File: config.mk
export PLATFORM = sky130hd
export DESIGN_NAME = branchUnit
export DESIGN_NICKNAME = d
export VERILOG_FILES = /design/src/bpuPkg.sv /design/src/branchCond.sv /design/src/pcTrack.sv /design/src/fetchSteer.sv /design/src/branchUnit.sv
export VERILOG_INCLUDE_DIRS = /design/src
export SDC_FILE = /design/constraint.sdc
export NUM_CORES = 1
export LEC_CHECK = 0
export ABC_CLOCK_PERIOD_IN_PS = 3200
export BUFFER_PORTS_ARGS = -buffer_cell sky130_fd_sc_hd__buf_2
export CAP_MARGIN = 5
export CORE_ASPECT_RATIO = 0.75
export CORE_MARGIN = 2
export CORE_UTILIZATION = 48
export DETAILED_ROUTE_END_ITERATION = 8
export GPL_TIMING_DRIVEN = 0
export PLACE_DENSITY = 0.79
export SLEW_MARGIN = 10
export SYNTH_ARGS = -nofsm -noshare
export SYNTH_HDL_FRONTEND = slang
export SYNTH_HIERARCHICAL = 1
export SYNTH_SLANG_ARGS = --single-unit
File: constraint.sdc
create_clock -name gclk -period 3.2 [get_ports gclk]
set_input_delay 0.16 -clock gclk [delete_from_list [all_inputs] [get_ports gclk]]
set_output_delay 0.16 -clock gclk [all_outputs]
set_load 0.05 [all_outputs]
File: src/bpu_config.svh
`ifndef BPU_CONFIG_SVH
`define BPU_CONFIG_SVH

// unconditional branch opcodes, register and immediate forms
`define BPU_OP_BRU 6'o46
`define BPU_OP_BRUI 6'o56

// conditional branch opcodes
`define BPU_OP_BCC 6'o47
`define BPU_OP_BCCI 6'o57

// condition codes carried in rd[2:0]
`define BPU_CC_EQ 3'd0
`define BPU_CC_NE 3'd1
`define BPU_CC_LT 3'd2
`define BPU_CC_LE 3'd3
`define BPU_CC_GT 3'd4
`define BPU_CC_GE 3'd5

// word address after reset
`define BPU_RESET_PC 30'd0

// extra cycles the testbench waits past the run length
`define BPU_TIMEOUT_MARGIN 200

`endif

File: src/bpuPkg.sv
package bpuPkg;

  // instruction word as it arrives from decode
  typedef struct packed {
    logic [5:0] opcode;
    logic [4:0] rd;
    logic [4:0] ra;
    logic [4:0] rb;
    logic [10:0] alt;
  } instrWord_t;

  // word-aligned program counter, byte address bits 31:2
  typedef logic [31:2] pcWord_t;

  // branch operand source
  typedef enum logic [1:0] {
    regA = 2'd0,
    aluFwd = 2'd1,
    ioFwd = 2'd2
  } fwdSel_t;

  // decode controls held for the execute cycle
  typedef struct packed {
    // latched instruction is a branch at all
    logic isBranch;
    // taken regardless of operand
    logic uncond;
    // zero and sign tests in use
    logic careZero;
    logic careSign;
    // expected results of those tests
    logic wantZero;
    logic wantSign;
    // flip the combined answer, used for gt and ge
    logic invert;
    // the following instruction executes
    logic delaySlot;
  } condCtl_t;

  // branch decision handed to fetch
  typedef struct packed {
    logic taken;
    logic delaySlot;
  } verdict_t;

endpackage

File: src/branchCond.sv
`timescale 1ns/1ps

`include "bpu_config.svh"

module branchCond
  import bpuPkg::*;
(
  input logic gclk,
  input logic grst,
  input logic decodeEn,
  input instrWord_t instr,
  input fwdSel_t fwdSel,
  input logic [31:0] regA,
  input logic [31:0] aluResult,
  input logic [31:0] ioReg,
  input logic irq,
  input logic dSkip,
  output verdict_t verdict
);

  // operand candidate picked by the forwarding select
  logic [31:0] opSel;
  // decoded controls for the instruction in decode now
  condCtl_t decodeCtl;
  // opcode classes
  logic isBru;
  logic isBcc;
  logic [2:0] ccode;

  // latched state used during execute
  logic [31:0] opLatch;
  condCtl_t ctlLatch;

  // operand tests
  logic opZero;
  logic opNeg;
  logic zeroHit;
  logic signHit;
  logic condTrue;

  assign isBru = (instr.opcode == `BPU_OP_BRU) || (instr.opcode == `BPU_OP_BRUI);
  assign isBcc = (instr.opcode == `BPU_OP_BCC) || (instr.opcode == `BPU_OP_BCCI);
  assign ccode = instr.rd[2:0];

  // forwarding mux
  always_comb begin
    case (fwdSel)
      aluFwd: opSel = aluResult;
      ioFwd: opSel = ioReg;
      // plain register-file read
      default: opSel = regA;
    endcase
  end

  // opcode and condition decode
  always_comb begin
    decodeCtl = '0;
    if (irq) begin
      // interrupt forces a branch, never with a delay slot
      decodeCtl.isBranch = 1'b1;
      decodeCtl.uncond = 1'b1;
    end else if (isBru) begin
      decodeCtl.isBranch = 1'b1;
      decodeCtl.uncond = 1'b1;
      // delay bit lives in ra for br
      decodeCtl.delaySlot = instr.ra[4];
    end else if (isBcc) begin
      decodeCtl.isBranch = 1'b1;
      // delay bit lives in rd for bcc
      decodeCtl.delaySlot = instr.rd[4];
      case (ccode)
        `BPU_CC_EQ: begin
          decodeCtl.careZero = 1'b1;
          decodeCtl.wantZero = 1'b1;
        end
        `BPU_CC_NE: begin
          decodeCtl.careZero = 1'b1;
        end
        `BPU_CC_LT: begin
          decodeCtl.careSign = 1'b1;
          decodeCtl.wantSign = 1'b1;
        end
        `BPU_CC_LE: begin
          decodeCtl.careZero = 1'b1;
          decodeCtl.wantZero = 1'b1;
          decodeCtl.careSign = 1'b1;
          decodeCtl.wantSign = 1'b1;
        end
        // gt is le inverted
        `BPU_CC_GT: begin
          decodeCtl.careZero = 1'b1;
          decodeCtl.wantZero = 1'b1;
          decodeCtl.careSign = 1'b1;
          decodeCtl.wantSign = 1'b1;
          decodeCtl.invert = 1'b1;
        end
        // ge is lt inverted
        `BPU_CC_GE: begin
          decodeCtl.careSign = 1'b1;
          decodeCtl.wantSign = 1'b1;
          decodeCtl.invert = 1'b1;
        end
        // undefined codes never branch
        default: decodeCtl = '0;
      endcase
    end
  end

  // decode stage latch
  always_ff @(posedge gclk) begin
    if (grst) begin
      opLatch <= '0;
      ctlLatch <= '0;
    end else if (decodeEn) begin
      opLatch <= opSel;
      // squashed slot after a taken branch, load a no-branch control
      if (dSkip) begin
        ctlLatch <= '0;
      end else begin
        ctlLatch <= decodeCtl;
      end
    end
  end

  assign opZero = (opLatch == 32'd0);
  assign opNeg = opLatch[31];

  // le needs either test to hit, so the two are or-ed
  assign zeroHit = ctlLatch.careZero && (opZero == ctlLatch.wantZero);
  assign signHit = ctlLatch.careSign && (opNeg == ctlLatch.wantSign);
  assign condTrue = (zeroHit || signHit) ^ ctlLatch.invert;

  assign verdict.taken = ctlLatch.isBranch && (ctlLatch.uncond || condTrue);
  assign verdict.delaySlot = ctlLatch.delaySlot;

endmodule

File: src/pcTrack.sv
`timescale 1ns/1ps

`include "bpu_config.svh"

module pcTrack
  import bpuPkg::*;
(
  input logic gclk,
  input logic grst,
  input logic execEn,
  input logic seqStep,
  input pcWord_t nextFetch,
  output pcWord_t seqAddr,
  output pcWord_t fetchPc,
  output pcWord_t decodePc,
  output pcWord_t linkPc
);

  // address handed to the cache one stage ahead of fetch
  pcWord_t preFetch;
  // step widened to the counter width
  pcWord_t stepWord;

  assign stepWord = {29'd0, seqStep};

  // sequential candidate, only advances when the fetch consumed a word
  assign seqAddr = preFetch + stepWord;

  // all four stages move on the same execute strobe
  always_ff @(posedge gclk) begin
    if (grst) begin
      preFetch <= `BPU_RESET_PC;
      fetchPc <= `BPU_RESET_PC;
      decodePc <= `BPU_RESET_PC;
      linkPc <= `BPU_RESET_PC;
    end else if (execEn) begin
      preFetch <= nextFetch;
      fetchPc <= preFetch;
      decodePc <= fetchPc;
      // link value for brl style writes
      linkPc <= decodePc;
    end
  end

endmodule

File: src/fetchSteer.sv
`timescale 1ns/1ps

module fetchSteer
  import bpuPkg::*;
(
  input logic gclk,
  input logic grst,
  input logic execEn,
  input verdict_t verdict,
  input pcWord_t seqAddr,
  input logic [31:0] aluResult,
  output pcWord_t nextFetch,
  output logic [31:0] fetchAddr,
  output logic dSkip,
  output logic xSkip
);

  // branch target from the alu, word part only
  pcWord_t target;

  assign target = aluResult[31:2];

  // taken branch wins over the sequential path
  assign nextFetch = verdict.taken ? target : seqAddr;

  // byte address toward the cache
  assign fetchAddr = {nextFetch, 2'b00};

  // no delay slot means the next instruction must not run
  assign dSkip = verdict.taken && !verdict.delaySlot;

  // squash follows the instruction into execute
  always_ff @(posedge gclk) begin
    if (grst) begin
      xSkip <= 1'b0;
    end else if (execEn) begin
      xSkip <= dSkip;
    end
  end

endmodule

File: src/branchUnit.sv
`timescale 1ns/1ps

module branchUnit
  import bpuPkg::*;
(
  input logic gclk,
  input logic grst,
  input logic decodeEn,
  input logic execEn,
  input instrWord_t instr,
  input fwdSel_t fwdSel,
  input logic [31:0] regA,
  input logic [31:0] aluResult,
  input logic [31:0] ioReg,
  input logic seqStep,
  input logic irq,
  output logic [31:0] fetchAddr,
  output pcWord_t fetchPc,
  output pcWord_t decodePc,
  output pcWord_t linkPc,
  output logic dSkip,
  output logic xSkip
);

  // decision from the condition block
  verdict_t verdict;
  // sequential candidate from the pc pipeline
  pcWord_t seqAddr;
  // chosen address fed back into the pipeline
  pcWord_t nextFetch;

  // operand latch and taken evaluation
  branchCond uCond (
    .gclk(gclk),
    .grst(grst),
    .decodeEn(decodeEn),
    .instr(instr),
    .fwdSel(fwdSel),
    .regA(regA),
    .aluResult(aluResult),
    .ioReg(ioReg),
    .irq(irq),
    .dSkip(dSkip),
    .verdict(verdict)
  );

  // program counter stages
  pcTrack uTrack (
    .gclk(gclk),
    .grst(grst),
    .execEn(execEn),
    .seqStep(seqStep),
    .nextFetch(nextFetch),
    .seqAddr(seqAddr),
    .fetchPc(fetchPc),
    .decodePc(decodePc),
    .linkPc(linkPc)
  );

  // next address select and squash flags
  fetchSteer uSteer (
    .gclk(gclk),
    .grst(grst),
    .execEn(execEn),
    .verdict(verdict),
    .seqAddr(seqAddr),
    .aluResult(aluResult),
    .nextFetch(nextFetch),
    .fetchAddr(fetchAddr),
    .dSkip(dSkip),
    .xSkip(xSkip)
  );

endmodule

**Word level (Yosys, flattened, before mapping)**

Cells that the tools add are included.

- Bitwise logic cells: 1
- $add $sub $neg: 1
- Eq/ne operators: 13
- Multiplexer cells: 15
- Reduce and logical (&&, ||, !) cells: 16

Operators with widths:

| cell | number |
|---|---|
| case mux 32 bit (2 select lines) | 1 |
| logical NOT 32 bit | 1 |
| adder 30 x 1 -> 30 bit | 1 |
| 2-to-1 mux 30 bit | 1 |
| equality test 6 bit, second input constant | 4 |
| 2-to-1 mux 8 bit | 2 |
| OR reduction 4 bit | 2 |
| equality test 3 x 2 -> 1 bit, second input constant | 2 |
| equality test 3 bit, second input constant | 2 |
| 2-to-1 mux 1 bit | 6 |
| 2-to-1 mux 2 bit | 3 |
| 2-to-1 mux 6 bit | 1 |
| OR reduction 6 bit | 1 |
| 2-to-1 mux 5 bit | 1 |
| logical AND 1 bit | 4 |
| logical OR 1 bit | 4 |
| equality test 3 x 1 -> 1 bit, second input constant | 1 |
| logical NOT 3 bit | 1 |
| OR reduction 3 bit | 1 |
| equality test 1 bit | 2 |
| equality test 2 x 1 -> 1 bit, second input constant | 1 |
| equality test 2 bit, second input constant | 1 |
| OR reduction 2 bit | 1 |
| logical NOT 1 bit | 1 |
| bitwise XOR 1 bit | 1 |

- Input bits: 136
- Word-level logic and storage cells: 60
- Output and inout port bits: 124
- Register bits after elaboration: 161

**Depth between registers and ports, before layout**

- Depth in word-level cells: 9
- Depth in mapped cells: 12

**Cells and area by module**

Netlist, hierarchy kept.

By module, submodules not included:

| module | area each (µm²) | instances | seq. area each (µm²) | cells each |
|---|---|---|---|---|
| pcTrack | 4772.1 | 1 | 2402.3 | 473 |
| branchCond | 2149.6 | 1 | 780.7 | 282 |
| fetchSteer | 798.3 | 1 | 20.0 | 72 |

**Worst setup path after synthesis**

OpenSTA, ideal clock, no wires.

- Kind: register -> register
- Start: reg uCond.opLatch[19]
- End: reg uCond/ctlLatch[1] (netlist bit)
- Cell stages (with the launch flop): 13
- Slack: 133 ps
- Buffers on the path: 2
- Arrival time: 2939 ps
- Required time: 3072 ps
- Clock period less this slack: 3067 ps
- Path through: dfxtp_1 nor4_1 nand4_1 or3_1 nand3_1 and4b_1 buf_6 buf_8 nor2b_1 or3_1 nor2_1 a32oi_1 nor2_1

RTL lines:

| what | RTL line | source |
|---|---|---|
| from (decl) | branchCond.sv:31 | `logic [31:0] opLatch;` |
| from (signal assigned) | branchCond.sv:115 | `opLatch <= opSel;` |
| to (signal assigned) | branchCond.sv:120 | `ctlLatch <= decodeCtl;` |
| to (decl) | branchCond.sv:32 | `condCtl_t ctlLatch;` |

==> results.ini <==
[floorplan]
io_pins=260
rows=40
die_area_mm2=0.0171
initial_utilization_pct=48.7
die_x_um=150
die_h_um=114
design.core.area_mm2=0.0159

[logic_synthesis]
syn_inst=827
synthesis.area_mm2=0.00772
synth_compound_area_share_pct=6.81
synthMuxAreaShare_pct=21.4
ys_types=42
synthSimpleGateAreaFrac_pct=19.0
ys_ff_latch=160
synth-xor-area-share_pct=3.29
yosys-top-cells-area=dfxtp_1, mux2i_1, nor2_1, mux2_4, a221oi_1
yosysTopAreaCell=dfxtp_1
synth_sequential_area_ratio_pct=41.5
synthArstFlopShare_pct=0
synth_top_family_by_area=multiplexers
avgSynthCellArea_um2=9.33
synthAdderAreaFrac_pct=0.810
yosys_warnings=6
synth_top_area_share_pct=41.5
synth_edf_count=0
synth_ff_type=dfxtp_1

[clock_network]
cts_buffer_depth=2
cts_sinks=160
htreeDepth=4
postCtsSetupRepairBufs=0
hold_buffers=0
cts_made_buffers=17
clk_pin_slew_ps=70
cts_tree=yes
clk_latency_ps=430
cts_root_buf=clkbuf_16

[power]
leakage_nw=4.70
ir_drop_mv=0.403
p_per_area_mw_per_mm2=480

[sta]
fin_crit_sh_pct=98.6
hold_violations=0
slew_violations=0
period_needed_ps=3150
fmax_mhz=317
fin_tns_setup_ps=0
fin_skew_ps=17.3
setup_viol_count_final=0
rsz0062_at_grt=false
tightest_slew_ps=699
slew_headroom_pct=53.0

[flow_run]
maxCapViolCount=0

[global_routing]
grt_pass1_vias=6232
grt_max_degree=17
grt_antenna_before_repair=2
overflow=0
grt_usage_pct=25.0
grt_pass1_wl_mm=33.1

[status]
status=completed

[setup_path]
required_ps=3040
critPathMaxFanout=10
path_class=reg -> out
slowest_stage=or3_1
cp_cell_sequence=nor4_2, nand4_1, or3_1, a21oi_1, and4b_1, buf_6, buf_12, mux2_4, buf_2
cp_top_family=simple AND/OR/NAND/NOR gates
critPathCaptureType=primary output
crit_path_end=fetchAddr[21]
crit_buf_inv=3
crit_arrival_ps=2990
rrSetupSlack_ps=130
worst_setup_path_start_kind=flop
reg2reg_depth=12
crit-reg2reg-launch=uCond/opLatch[1]$_SDFFE_PP0P_
reg2reg_to=uCond/ctlLatch[5]$_SDFFE_PP0P_
crit_start=uCond/opLatch[1]$_SDFFE_PP0P_
max_stage_delay_ps=430
crit_cells=9

[layout]
regArea_mm2=0.00320
multiInputGateArea_mm2=0.00402
layout_common_cells=buf_2, nor2_1, dfxtp_1
final_common_cell=buf_2
area_growth_pct=27.2
drive_gt1_share_pct=32.9
nFillCells=1404
design_area_mm2=0.00982
nets=1223
antenna_cells=0

[place]
port_buffers=235
dpl_cell_area_mm2=0.00916
place.detailed.hpwl_mm=17.0
gp_congestion=0.850

[route]
via_per_inst=5.29
routedWlPerCell_um=16.8
wl_mm=22.0
dr.pass1.iters=5
drc=0
vias=6905
drtIter0Drc=444
ant_nets=0

[hold_path]
holdCritPathClass=in -> reg

[what timing repair did]
item                       4_1_cts  5_1_grt
pin swaps                        0        1
gates resized for setup          2       14
setup endpoints to repair        1       33
[layout make-up]
cell class / instances / share of cell area, %
clock inverter: 15 / 1.75
tap: 210 / 2.68
timing repair buffer: 235 / 12.1
multi-input combinational: 572 / 40.9
clock buffer: 17 / 4.33
sequential: 160 / 32.6
inverter: 5 / 0.191
buffer: 91 / 5.44
[cells in the mapped netlist (3+ instances only)]
| master | instances |
|---|---|
| a21oi_1 | 40 |
| a221oi_1 | 32 |
| buf_1 | 3 |
| buf_2 | 13 |
| buf_4 | 33 |
| clkbuf_1 | 37 |
| dfxtp_1 | 160 |
| ha_1 | 5 |
| inv_1 | 5 |
| mux2_4 | 28 |
| mux2i_1 | 121 |
| nand2_1 | 18 |
| nand3_1 | 18 |
| nand4_1 | 11 |
| nor2_1 | 165 |
| nor2b_1 | 34 |
| nor3_1 | 37 |
| nor4_1 | 7 |
| xnor2_1 | 24 |
| xor2_1 | 5 |
[where the power goes]
group | total (mW) | internal (mW) | switching, mW | leakage, nW
sequential | 2.07 | 2.03 | 0.0360 | 1.30
clock | 2.08 | 1.18 | 0.907 | 0.296
combinational | 0.561 | 0.235 | 0.326 | 3.11
[metrics by stage]
stage	instances	hold WS, ps	power [mW]	util (%)	setup slack (ps)
finish	1305	33.7	4.71	61.9	45.6
global route	1305	36.2	4.90	61.9	0.830
CTS	1305	13.7	4.73	61.5	9.26
detailed placement	1273	463	2.65	57.8	63.5
global placement	1273	450	2.64	57.8	96.2
floorplan	828	229	2.46	-	133
[flip-flops by register name, indices dropped and copies added, names as in the netlist]
signal / flops
uTrack/decodePc: 30
uCond/opLatch: 32
uSteer/xSkip: 1
uCond/ctlLatch: 6
uTrack/fetchPc: 30
uCond/verdict: 1
uTrack/preFetch: 30
uTrack/linkPc: 30
[how the worst min path moves through the flow]
| stage | startpoint | endpoint | slack (ps) | cells past startpoint |
|---|---|---|---|---|
| 6_report | execEn | uSteer/xSkip$_SDFFE_PP0P_ | 30 | 3 |
| 5_1_grt | execEn | uSteer/xSkip$_SDFFE_PP0P_ | 40 | 3 |
| 4_1_cts | execEn | uSteer/xSkip$_SDFFE_PP0P_ | 10 | 3 |
| 3_5_place_dp | uSteer/xSkip$_SDFFE_PP0P_ | uSteer/xSkip$_SDFFE_PP0P_ | 460 | 2 |
| 3_3_place_gp | uSteer/xSkip$_SDFFE_PP0P_ | uSteer/xSkip$_SDFFE_PP0P_ | 450 | 2 |
| 2_1_floorplan | grst | uSteer/xSkip$_SDFFE_PP0P_ | 230 | 1 |
[per-layer routing]
layer | wire, um | global-route usage [%] | vias to the layer above
met5 | 21 | 0 | -
met4 | 371 | 7.74 | 4
met3 | 1940 | 7.64 | 25
met2 | 9500 | 37.4 | 272
met1 | 10200 | 34.7 | 3243
li1 | - | - | 3361
[kinds of logic (layout without fill, tap and decap cells)]
group,Yosys count,in the layout
AOI/OAI and AO/OA,78,78
buffers and inverters,96,363
xor gates and xnor gates,29,29
muxes,151,151
adders and majority gates,5,5
and+or+nand+nor,307,307
DFF,160,160
other,1,2
[worst reg2reg max path, stage by stage (launching register included)]
cell,delay (ps)
dfxtp_1,330
nor4_2,340
nand4_1,250
or3_1,430
a21oi_1,150
and4b_1,220
buf_6,150
buf_8,150
nor2b_2,180
or3_1,380
nor2_2,200
nand2_1,90
a21oi_1,120
Note: power is estimated with default switching activity, not from simulation.
